<file path="config.mk">
export PLATFORM = sky130hd
export DESIGN_NAME = fpu_csr
export DESIGN_NICKNAME = d
export VERILOG_FILES = /design/src/hdl/fpu_pkg.sv /design/src/hdl/fpu_csr.sv
export SDC_FILE = /design/constraint.sdc
export NUM_CORES = 1
export LEC_CHECK = 0
export BUFFER_PORTS_ARGS = -buffer_cell sky130_fd_sc_hd__buf_4
export CELL_PAD_IN_SITES_DETAIL_PLACEMENT = 1
export CELL_PAD_IN_SITES_GLOBAL_PLACEMENT = 1
export CORE_ASPECT_RATIO = 1.5
export CORE_MARGIN = 4
export CORE_UTILIZATION = 19
export DETAILED_ROUTE_END_ITERATION = 10
export PLACE_DENSITY_LB_ADDON = 0.1
export REMOVE_ABC_BUFFERS = 1
export SLEW_MARGIN = 10
export SYNTH_ARGS = -nofsm -noshare
export SYNTH_HDL_FRONTEND = slang
export SYNTH_SLANG_ARGS = --single-unit
</file>
<file path="constraint.sdc">
create_clock -name clock -period 1 [get_ports clock]
set_input_delay 0.05 -clock clock [delete_from_list [all_inputs] [get_ports clock]]
set_output_delay 0.05 -clock clock [all_outputs]
set_load 0.03 [all_outputs]
</file>
<file path="src/hdl/fpu_pkg.sv">
package fpu_pkg;

  localparam int FLEN       = 64;
  localparam int XLEN       = 64;
  localparam int NUM_FREGS  = 32;
  localparam int REG_ADDR_W = 5;
  localparam int CSR_ADDR_W = 12;
  localparam int FRM_W      = 3;
  localparam int FFLAGS_W   = 5;

  localparam logic [6:0] opcode_fp = 7'b1010011;

  // Compared against funct7[6:2]
  localparam logic [4:0] funct_fsgnj   = 5'b00100;
  localparam logic [4:0] funct_fmv_f2i = 5'b11100;
  localparam logic [4:0] funct_fmv_i2f = 5'b11110;

  localparam logic [1:0] fmt_double = 2'b01;

  localparam logic [CSR_ADDR_W-1:0] csr_fflags = 12'h001;
  localparam logic [CSR_ADDR_W-1:0] csr_frm    = 12'h002;
  localparam logic [CSR_ADDR_W-1:0] csr_fcsr   = 12'h003;

  typedef enum logic [2:0] {
    op_none,
    op_fsgnj,
    op_fsgnjn,
    op_fsgnjx,
    op_fmv_f2i,
    op_fmv_i2f
  } fpu_op_t;

  typedef struct packed {
    logic            valid;
    logic [31:0]     instr;
    logic [XLEN-1:0] data;  // Integer operand for fmv.d.x
  } fpu_issue_t;

  typedef struct packed {
    logic                  valid;
    logic                  illegal;
    fpu_op_t               op;
    logic [REG_ADDR_W-1:0] rd;
    logic [REG_ADDR_W-1:0] rs1;
    logic [REG_ADDR_W-1:0] rs2;
    logic                  rden1;
    logic                  rden2;
    logic                  fwren;
    logic                  xwren;
    logic [XLEN-1:0]       xdata;
  } fpu_decoded_t;

  typedef struct packed {
    logic                  valid;
    logic                  illegal;
    fpu_op_t               op;
    logic [REG_ADDR_W-1:0] rd;
    logic                  fwren;
    logic                  xwren;
    logic [XLEN-1:0]       xdata;
    logic [FLEN-1:0]       src1;
    logic [FLEN-1:0]       src2;
  } fpu_operands_t;

  typedef struct packed {
    logic                  valid;
    logic                  illegal;
    logic [REG_ADDR_W-1:0] rd;
    logic                  fwren;
    logic                  xwren;
    logic [FLEN-1:0]       data;
  } fpu_wb_t;

  typedef struct packed {
    logic                  rden;
    logic                  wren;
    logic [CSR_ADDR_W-1:0] addr;
    logic [31:0]           wdata;
  } fpu_csr_req_t;

endpackage

</file>
<file path="src/hdl/fpu_csr.sv">
`timescale 1ns/1ps

module fpu_csr (
  input  logic                      clock,
  input  logic                      reset,
  input  fpu_pkg::fpu_csr_req_t     csr_req_i,
  output logic [31:0]               csr_rdata_o,
  output logic                      csr_ready_o,
  output logic [fpu_pkg::FRM_W-1:0] frm_o
);
  import fpu_pkg::*;

  logic [FRM_W-1:0]    frm;
  logic [FFLAGS_W-1:0] fflags;

  always_comb begin
    csr_rdata_o = '0;
    csr_ready_o = 1'b0;
    if (csr_req_i.rden) begin
      case (csr_req_i.addr)
        csr_fflags: begin
          csr_rdata_o = {{(32 - FFLAGS_W){1'b0}}, fflags};
          csr_ready_o = 1'b1;
        end
        csr_frm: begin
          csr_rdata_o = {{(32 - FRM_W){1'b0}}, frm};
          csr_ready_o = 1'b1;
        end
        csr_fcsr: begin
          csr_rdata_o = {{(32 - FRM_W - FFLAGS_W){1'b0}}, frm, fflags};
          csr_ready_o = 1'b1;
        end
        default: ;  // Unknown address reads zero
      endcase
    end
  end

  always_ff @(posedge clock) begin
    if (!reset) begin
      frm    <= '0;
      fflags <= '0;
    end else if (csr_req_i.wren) begin
      case (csr_req_i.addr)
        csr_fflags: fflags <= csr_req_i.wdata[FFLAGS_W-1:0];
        csr_frm:    frm    <= csr_req_i.wdata[FRM_W-1:0];
        csr_fcsr: begin
          fflags <= csr_req_i.wdata[FFLAGS_W-1:0];
          frm    <= csr_req_i.wdata[FFLAGS_W +: FRM_W];  // Bits 7:5
        end
        default: ;
      endcase
    end
  end

  assign frm_o = frm;

endmodule

</file>
==> results of run 1 <==
[per-layer routing]
layer	track usage (%)	up-vias	share of wire, %
met2	18.3	31	55
met3	2.77	2	7.7
li1	-	353	-
met1	10.9	329	36
met4	4.33	0	0.96
met5	0	-	0
[kinds of logic (layout without fill, tap and decap cells)]
kind of cell,Yosys count,after routing,synth area share [%]
AND/OR/NAND/NOR,42,42,34.7
buffers and inverters,30,51,28.1
flip-flops,8,8,21.7
AO/OA/AOI/OAI,6,6,8.13
multiplexers,5,5,6.78
other,1,24,0.508
[layout make-up]
cell class | count | area, um^2
flip-flops and latches | 8 | 160
inverters | 4 | 15.0
well taps | 43 | 53.8
clock buffers | 3 | 41.3
repair buffers | 44 | 368
multi-input cells | 77 | 513
fillers | 450 | 2560
[state kept, by name, summed over array words and instances, names as in the netlist]
signal	count
frm_o	3
fflags	5
[placed cells by master, fill, tap and decap left out, types with 4 or more instances in the layout]
master	n
and4_1	4
buf_4	34
buf_6	10
conb_1	24
dfxtp_1	8
inv_1	4
mux2i_1	4
nand2_1	6
nor2_1	11
[report_power, final]
part | switching [mW] | internal [mW]
registers | 0.0000532 | 0.320
logic | 0.186 | 0.0876
clock network | 0.125 | 0.261
total | 0.311 | 0.669
[through the flow]
stage,cells,setup slack (ns),cell area [um^2]
floorplan,89,-0.195,632
global placement,175,-0.349,1010
detailed placement,175,-0.363,1010
CTS,179,-0.190,1140
global route,179,-0.256,1150
finish,179,-0.192,1150
[worst register-to-register path, stage by stage (launching register included)]
cell and delay (ns):
dfxtp_1 0.33, buf_4 0.13, inv_1 0.04, a221oi_2 0.21
[cells in the mapped netlist, drive strengths merged]
cell type,number,share of area [%]
nand3,1,0.68
inv,4,2.0
mux2i,5,6.8
and2,3,2.7
nand2b,3,2.5
nor4,2,3.4
and3,7,5.9
and4bb,1,1.7
conb,1,0.51
a221oi,3,6.1
a21oi,3,2.0
nand4,1,2.9
nor2,14,7.1
and4,4,4.7
dfxtp,8,22
nand2,6,3.1
buf,26,26
[worst min path at each step]
stage | startpoint | end
after floorplan | csr_req_i[3] | fflags[3]$_SDFFE_PN0P_
after global placement | csr_req_i[3] | fflags[3]$_SDFFE_PN0P_
after detailed placement | csr_req_i[3] | fflags[3]$_SDFFE_PN0P_
after CTS | csr_req_i[3] | fflags[3]$_SDFFE_PN0P_
after global routing | csr_req_i[3] | fflags[3]$_SDFFE_PN0P_
final | csr_req_i[3] | fflags[3]$_SDFFE_PN0P_
[what timing repair did]
action / in CTS / in global routing
gates resized for setup: 20 / 3
setup endpoints to repair: 16 / 17
pin swaps: 9 / 3
setup buffers: 1 / 1
gates cloned: 0 / 0
==> key figures, run 1 <==
Run status
  – Status: finished with violations
  – Failing checks: setup timing

Clocking
  – H-Tree Depth: 1
  – Later-pin clock latency in the skew report: 0.22 ns
  – CTS Buffer Depth: 2
  – Clock root buffer: clkbuf_8
  – Clock sinks: 8
  – CTS tree: done
  – Cts bufs inserted: 3
  – Hold_buf cts: 0
  – Clock slew at reported path FFs: 0.04 ns

Worst setup path
  – Worst r2r src: frm_o[1]$_SDFFE_PN0P_
  – Slowest cell delay on critical path: 0.30 ns
  – Startpoint Class: primary input
  – R2r worst-path depth: 3
  – Data required time of the worst path: 0.95 ns
  – Crit. Startpoint: csr_req_i[38]
  – Crit end category: primary output
  – CP endpoint: csr_rdata_o[4]
  – FF-to-FF End: frm_o[1]$_SDFFE_PN0P_
  – Buffers & Inverters on Critical Path: 2
  – CP Cell Sequence: buf_6, nor4_4, and2_4, and3_4, and3_4, buf_6
  – Largest fanout on the critical path: 3
  – Worst path depth: 6
  – R2R Setup Slk: 0.21 ns
  – Worst EP arrival: 1.14 ns
  – CP max-delay cell: nor4_4
  – Crit path kind: primary input to primary output
  – Delay-heaviest family, CP: simple AND/OR/NAND/NOR gates

Job
  – Max-cap viol count: 0

Route
  – Remaining DRCs: 0
  – DRT Wirelength: around 2.5 mm
  – Routed Antenna Nets: 0
  – Routed WL per cell: 14.0 um
  – Initial DRC count: 9
  – Vias per cell: about 4
  – Via count: 715
  – First-pass DRT Iterations: 4

Die
  – Die Area: 4970 um^2
  – Row count: 27
  – Initial core utilization: 19.9%
  – Core area: 3720 um^2
  – Die Ht: 84.3 um
  – I/O pin count: 84
  – Die X-Extent: just under 60 um

Final layout
  – Final core utilization: between 30% and 40%
  – Share of layout cells above drive strength 1: roughly 46%
  – Fin nets: 186
  – Area growth, synth to finish: 55.9%
  – Diode count: 0

Logic synthesis
  – Netlist cell types: 20
  – Cells after Synth: 92
  – Seq/Total Area, Yosys: a little over a fifth
  – Avg Cell Area, Syn: 8.02 um^2
  – Synth warn: 0
  – Yosys reg bits: 8
  – Post-Syn Area: ~740 um^2

Placement
  – Port bufs: 35
  – DP HPWL: 2.12 mm
  – Routability cong.: 0.741

Timing
  – Setup violators final: 11
  – Final clock skew: 0 ns
  – Max-slew violations: 0
  – Final setup TNS: -1.55 ns
  – RSZ-0062 raised after global routing: yes
  – Post-route setup slack: -0.192 ns
  – Final period utilization: 119%
  – Hold slack: about 0.060 ns
  – Fin crit period: 1.19 ns
  – Fin. Hold Viols: 0
  – Max Clk Rate: 839 MHz

Pwr
  – Leak pwr: 0.522 nW
  – Power per cell area: 851 nW/um^2
  – Total power: approximately 0.98 mW
  – Max IR drop VDD: 0.000534 V

Global route
  – GRT Overall Usage: a little over 10%
  – Pin count of the biggest net entering global routing: 10
  – Gr ovfl total: 0
  – Vias in the first global route: 778
  – Number of antenna violations at the first check in global routing: 0
  – First-pass GRT wire length: 3.83 mm

Min path
  – Hold WC Path Type: primary input to register
  – Hold path cells: 3
Power figures use the tool's default switching activity.
==> inputs of run 2 (changes only) <==
--- a/config.mk
+++ b/config.mk
@@ -5,6 +5,7 @@
 export SDC_FILE = /design/constraint.sdc
 export NUM_CORES = 1
 export LEC_CHECK = 0
+export ABC_AREA = 1
 export BUFFER_PORTS_ARGS = -buffer_cell sky130_fd_sc_hd__buf_4
 export CELL_PAD_IN_SITES_DETAIL_PLACEMENT = 1
 export CELL_PAD_IN_SITES_GLOBAL_PLACEMENT = 1
==> constraint.sdc (replaced) <==
create_clock -name clock -period 1.1 [get_ports clock]
set_input_delay 0.055 -clock clock [delete_from_list [all_inputs] [get_ports clock]]
set_output_delay 0.055 -clock clock [all_outputs]
set_load 0.03 [all_outputs]
==> key figures, run 2 <==
Run status
  – Status: finished, final reports clean

Timing
  – Final period utilization: 95.1%
  – Max Clk Rate: 956 MHz
  – Max-slew violations: 0
  – Final clock skew: 0 ns
  – Fin crit period: 1.05 ns
  – Fin. Hold Viols: 0
  – Setup violators final: 0
  – RSZ-0062 raised after global routing: yes

Logic synthesis
  – Yosys top cell area share: 25.2%
  – Seq/Total Area, Yosys: 22.4%
  – XOR/XNOR Fraction of Synth Area: 0%
  – Post-synthesis simple-gate area fraction: 31.5%
  – Cells after Synth: 109
  – Synth Area in Adders: 0%
  – Avg Cell Area, Syn: ~6.6 um^2
  – Synth area leader: buf_4
  – Most frequent cell after synthesis: buf_4
  – Synth area leaders: buf_4, dfxtp_1, nand2_1
  – Largest family of logic cells by synthesized area: simple AND/OR/NAND/NOR gates
  – Synth Area in Compound Gates: ~15%
  – Post-synth top cells: buf_4, nand2_1, nor2_1, inv_1, dfxtp_1
  – Netlist cell types: 18
  – Post-synthesis mux area share: 0%
  – Post-synth EDFFs: 0
  – Synth warn: 0
  – Async S/R FF share, synth: 0%
  – Post-Syn Area: about 700 um^2
  – Yosys reg bits: 8
  – Commonest register cell after synthesis: dfxtp_1

Clocking
  – Hold_buf cts: 0
  – Clock root buffer: clkbuf_8
  – Clock slew at reported path FFs: 0.04 ns
  – Clock sinks: 8
  – Later-pin clock latency in the skew report: 0.23 ns
  – Cts bufs inserted: 3
  – CTS tree: done
  – CTS Buffer Depth: 2
  – H-Tree Depth: 1

Global route
  – Gr ovfl total: 0
  – Number of antenna violations at the first check in global routing: 0
  – Pin count of the biggest net entering global routing: 11
  – First-pass GRT wire length: 3.55 mm
  – Vias in the first global route: between 700 and 800
  – GRT Overall Usage: 9.49%

Route
  – DRT Wirelength: 2.31 mm
  – Routed Antenna Nets: 0
  – Routed WL per cell: 11.9 um
  – Initial DRC count: 12
  – First-pass DRT Iterations: 3
  – Vias per cell: 3.94
  – Via count: 764
  – Remaining DRCs: 0

Die
  – Die Area: between 4000 and 5000 um^2
  – Core area: 3650 um^2
  – Row count: 27
  – Die Ht: 83.2 um
  – Initial core utilization: 19.6%
  – I/O pin count: 84
  – Die X-Extent: 58.1 um

Final layout
  – Commonest non-fill, non-tap cells in the layout: buf_4, conb_1, nand2_1
  – Top reg by flops: fflags
  – Finished Cell Area: 1080 um^2
  – Most common cell after layout, fill and taps aside: buf_4
  – # fillers: 485
  – Finished Layout Cells: 194
  – Area growth, synth to finish: 50.9%
  – Final core utilization: 29.6%
  – Number of flip-flops in the largest register: 5
  – Fin nets: 201
  – Share of layout cells above drive strength 1: a little over two fifths
  – Diode count: 0

Pwr
  – Total power: 0.876 mW
  – Power per cell area: 812 nW/um^2
  – Leak pwr: 0.559 nW
  – Max IR drop VDD: 0.000291 V

Worst setup path
  – CP Cell Sequence: nand2_1, o22ai_2, buf_6
  – Startpoint Class: register
  – Largest fanout on the critical path: 3
  – Worst EP arrival: slightly below 1 ns
  – CP max-delay cell: dfxtp_2
  – Crit path kind: register to primary output
  – Crit end category: primary output
  – Slowest cell delay on critical path: ~0.34 ns
  – Data required time of the worst path: 1.04 ns

Min path
  – Hold WC Path Type: primary input to register

Placement
  – Placed insts: 189
  – DP HPWL: 1.95 mm
  – Routability cong.: 0.762
  – Port bufs: 35
  – Area after DPL: 961 um^2

Job
  – Max-cap viol count: 0
==> run 2: changes by cell type in the layout (fill, tap and decap cells not counted), sizes merged, moves of 4 or more <==
cell and delta:
o21ai +6, and4 -4, and3 -7, nand2 +18, buf -4, inv +7
mux2i -5
==> run 2: cell families after synthesis <==
logic type	after synthesis
flops	8
simple gates	47
other cells	1
compound gates	18
buf+inv	35
==> run 2: worst paths after layout <==
kind | start | slack [ns] | depth (start not counted) | endpoint
setup / recovery | frm_o[2]$_SDFFE_PN0P_ | 0.05 | 3 | csr_rdata_o[2]
hold / removal | csr_req_i[4] | 0.1 | 3 | fflags[4]$_SDFFE_PN0P_
setup reg to reg | frm_o[2]$_SDFFE_PN0P_ | 0.41 | 3 | frm_o[2]$_SDFFE_PN0P_
hold reg to reg | fflags[1]$_SDFFE_PN0P_ | 0.45 | 2 | fflags[1]$_SDFFE_PN0P_
==> run 2: per-stage QoR <==
step                      hold WS (ns)  setup WS, ns   TNS, ns
after floorplan                  0.176        -0.190    -0.674
after global placement           0.326       -0.0630    -0.314
after detailed placement         0.340        -0.114    -0.581
after CTS                       0.0984      -0.00908   -0.0181
after global routing             0.103      -0.00392  -0.00724
final                           0.0978        0.0537         0
==> run 2: final cells by class <==
class	count	area, um^2	area share [%]
inverters	11	41.3	3.82
well taps	43	53.8	4.98
multi-input cells	89	472	43.7
clock buffers	3	41.3	3.82
flip-flops and latches	8	164	15.2
repair buffers	40	308	28.5
==> run 2: worst max-delay path, delay by kind of cell, from the launching register on <==
kind / cells / cell delay (ns)
flops: 1 / 0.34
compound gates: 1 / 0.19
buf+inv: 1 / 0.15
simple gates: 1 / 0.08
==> run 2: layer usage <==
layer  share of wire [%]  vias to the layer above  track usage [%]
li1                    -                      379                -
met1                  34                      344             9.34
met2                  54                       36             16.9
met3                 9.8                        5             3.11
met4                 2.1                        0             5.06
met5                   0                        -                0
==> run 2: what timing repair did <==
action / CTS / global route
endpoints found under the setup margin: 6 / 6
pin swaps: 1 / 3
gates resized for setup: 5 / 12
buffers inserted: 2 / 0
==> run 2: power by group <==
part           leakage, nW  total [mW]  switching, mW  internal (mW)
Sequential          0.0660       0.291      0.0000648          0.291
Clock               0.0216       0.357          0.119          0.237
Combinational        0.472       0.228          0.162         0.0666
Total                0.559       0.876          0.281          0.595
==> inputs of run 3 (changes only) <==
--- a/config.mk
+++ b/config.mk
@@ -6,6 +6,7 @@
 export NUM_CORES = 1
 export LEC_CHECK = 0
 export ABC_AREA = 1
+export ABC_CLOCK_PERIOD_IN_PS = 1100
 export BUFFER_PORTS_ARGS = -buffer_cell sky130_fd_sc_hd__buf_4
 export CELL_PAD_IN_SITES_DETAIL_PLACEMENT = 1
 export CELL_PAD_IN_SITES_GLOBAL_PLACEMENT = 1
@@ -14,7 +15,6 @@
 export CORE_UTILIZATION = 19
 export DETAILED_ROUTE_END_ITERATION = 10
 export PLACE_DENSITY_LB_ADDON = 0.1
-export REMOVE_ABC_BUFFERS = 1
 export SLEW_MARGIN = 10
 export SYNTH_ARGS = -nofsm -noshare
 export SYNTH_HDL_FRONTEND = slang
==> key figures, run 3 (same netlist as run 2, synthesis figures left out) <==
Timing
  – Post-route setup slack: 0.0438 ns
  – Setup violators final: 0
  – RSZ-0062 raised after global routing: yes
  – Fin. Hold Viols: 0
  – Fin crit period: between 1 and 1.5 ns
  – Max-slew violations: 0
  – Max Clk Rate: 947 MHz
  – Final clock skew: 0 ns
  – Final period utilization: 96.0%

Worst setup path
  – Worst r2r src: frm_o[0]$_SDFFE_PN0P_
  – Slowest cell delay on critical path: 0.33 ns
  – Crit. Startpoint: frm_o[2]$_SDFFE_PN0P_
  – CP max-delay cell: dfxtp_2
  – Startpoint Class: register
  – Largest fanout on the critical path: 3
  – Crit path kind: register to primary output
  – Data required time of the worst path: 1.04 ns
  – R2r worst-path depth: 3
  – R2R Setup Slk: roughly 0.41 ns
  – CP endpoint: csr_rdata_o[2]
  – Crit end category: primary output
  – Worst EP arrival: 1.00 ns
  – FF-to-FF End: frm_o[0]$_SDFFE_PN0P_
  – CP Cell Sequence: nand2_1, o22ai_1, buf_4

Final layout
  – # fillers: about 500
  – Diode count: 0
  – Number of flip-flops in the largest register: 5
  – Sequential cell area: 164 um^2
  – Most common cell after layout, fill and taps aside: buf_4
  – Share of layout cells above drive strength 1: 37.8%
  – Top reg by flops: fflags
  – Multi-input gate area: 443 um^2
  – Fin nets: 198
  – Finished Cell Area: 1020 um^2
  – Commonest non-fill, non-tap cells in the layout: buf_4, conb_1, nand2_1
  – Area growth, synth to finish: 42.7%

Die
  – Die X-Extent: roughly 58 um
  – I/O pin count: 84
  – Die Ht: 83.2 um
  – Initial core utilization: 19.6%
  – Die Area: 4830 um^2
  – Core area: 3650 um^2
  – Row count: 27

Clocking
  – Later-pin clock latency in the skew report: 0.23 ns
  – Clock root buffer: clkbuf_8
  – CTS tree: done
  – Clock sinks: 8
  – Cts bufs inserted: 3
  – Clock slew at reported path FFs: 0.04 ns
  – Hold_buf cts: 0
  – CTS Buffer Depth: 2
  – H-Tree Depth: 1

Pwr
  – Leak pwr: 0.527 nW
  – Max IR drop VDD: 0.000355 V
  – Power per cell area: 859 nW/um^2

Route
  – DRT Wirelength: 2.26 mm
  – Routed WL per cell: 11.8 um
  – Routed Antenna Nets: 0
  – Initial DRC count: 15
  – Remaining DRCs: 0
  – First-pass DRT Iterations: 4
  – Vias per cell: slightly below 4
  – Via count: 735

Min path
  – Hold WC Path Type: primary input to register
  – Hold path cells: 3

Placement
  – Port bufs: 35
  – Routability cong.: 0.843
  – DP HPWL: 1.96 mm
  – Area after DPL: 946 um^2
  – Worst slack at placement: -0.105 ns

Global route
  – Gr ovfl total: 0
  – First-pass GRT wire length: 3.49 mm
  – Number of antenna violations at the first check in global routing: 0
  – Pin count of the biggest net entering global routing: 11
  – GRT Overall Usage: 9.41%
  – Vias in the first global route: 764

Run status
  – Status: finished, final reports clean

Job
  – Max-cap viol count: 0
-- run 3: repair_timing --
action                                 CTS  global route
pin swaps                                1             1
setup endpoints to repair                6             8
resized for setup                        4             5
setup buffers                            1             0
endpoints found under the hold margin    0             0
-- run 3: worst min-delay path by stage --
| stage | from | slack (ns) | to |
|---|---|---|---|
| 2_1_floorplan | reset | 0.18 | frm_o[0]$_SDFFE_PN0P_ |
| 3_3_place_gp | csr_req_i[4] | 0.33 | fflags[4]$_SDFFE_PN0P_ |
| 3_5_place_dp | csr_req_i[4] | 0.34 | fflags[4]$_SDFFE_PN0P_ |
| 4_1_cts | csr_req_i[4] | 0.10 | fflags[4]$_SDFFE_PN0P_ |
| 5_1_grt | reset | 0.13 | frm_o[1]$_SDFFE_PN0P_ |
| 6_report | csr_req_i[4] | 0.1 | fflags[4]$_SDFFE_PN0P_ |
-- run 3: final cells by class --
class | instances | share of cell area [%]
multi-input cells | 89 | 43.4
flip-flops and latches | 8 | 16.1
inverters | 11 | 4.04
well taps | 43 | 5.27
clock buffers | 3 | 4.04
repair buffers | 37 | 27.2
-- run 3: where the power goes --
part	leakage [nW]	total, mW	switching [mW]	internal, mW
Clock	0.0216	0.362	0.124	0.238
Sequential	0.0660	0.291	0.0000627	0.291
Combinational	0.439	0.224	0.159	0.0648
Total	0.527	0.877	0.284	0.594
-- run 3: stage by stage --
stage | power, mW | TNS, ns | hold WS (ns) | std cells | utilization [%]
finish | 0.877 | 0 | 0.0955 | 191 | 28.0
global placement | 0.515 | -0.591 | 0.326 | 187 | 25.9
floorplan | 0.499 | -0.674 | 0.176 | 132 | -
global route | 0.926 | -0.173 | 0.126 | 191 | 28.0
detailed placement | 0.517 | -0.762 | 0.342 | 187 | 25.9
CTS | 0.889 | 0 | 0.102 | 191 | 27.5
-- run 3: worst max-delay path: cells and delay by family, from the launching register on --
kind | cells | cell delay [ns]
AO/OA/AOI/OAI | 1 | 0.18
flip-flops | 1 | 0.33
AND/OR/NAND/NOR | 1 | 0.07
buffers and inverters | 1 | 0.18
-- run 3: per-layer routing --
metal	vias up	share of wire, %	GRT usage (%)
met3	4	11	3.11
met2	42	53	16.8
met1	317	34	8.90
met5	-	0	0
li1	372	-	-
met4	0	1.9	5.70
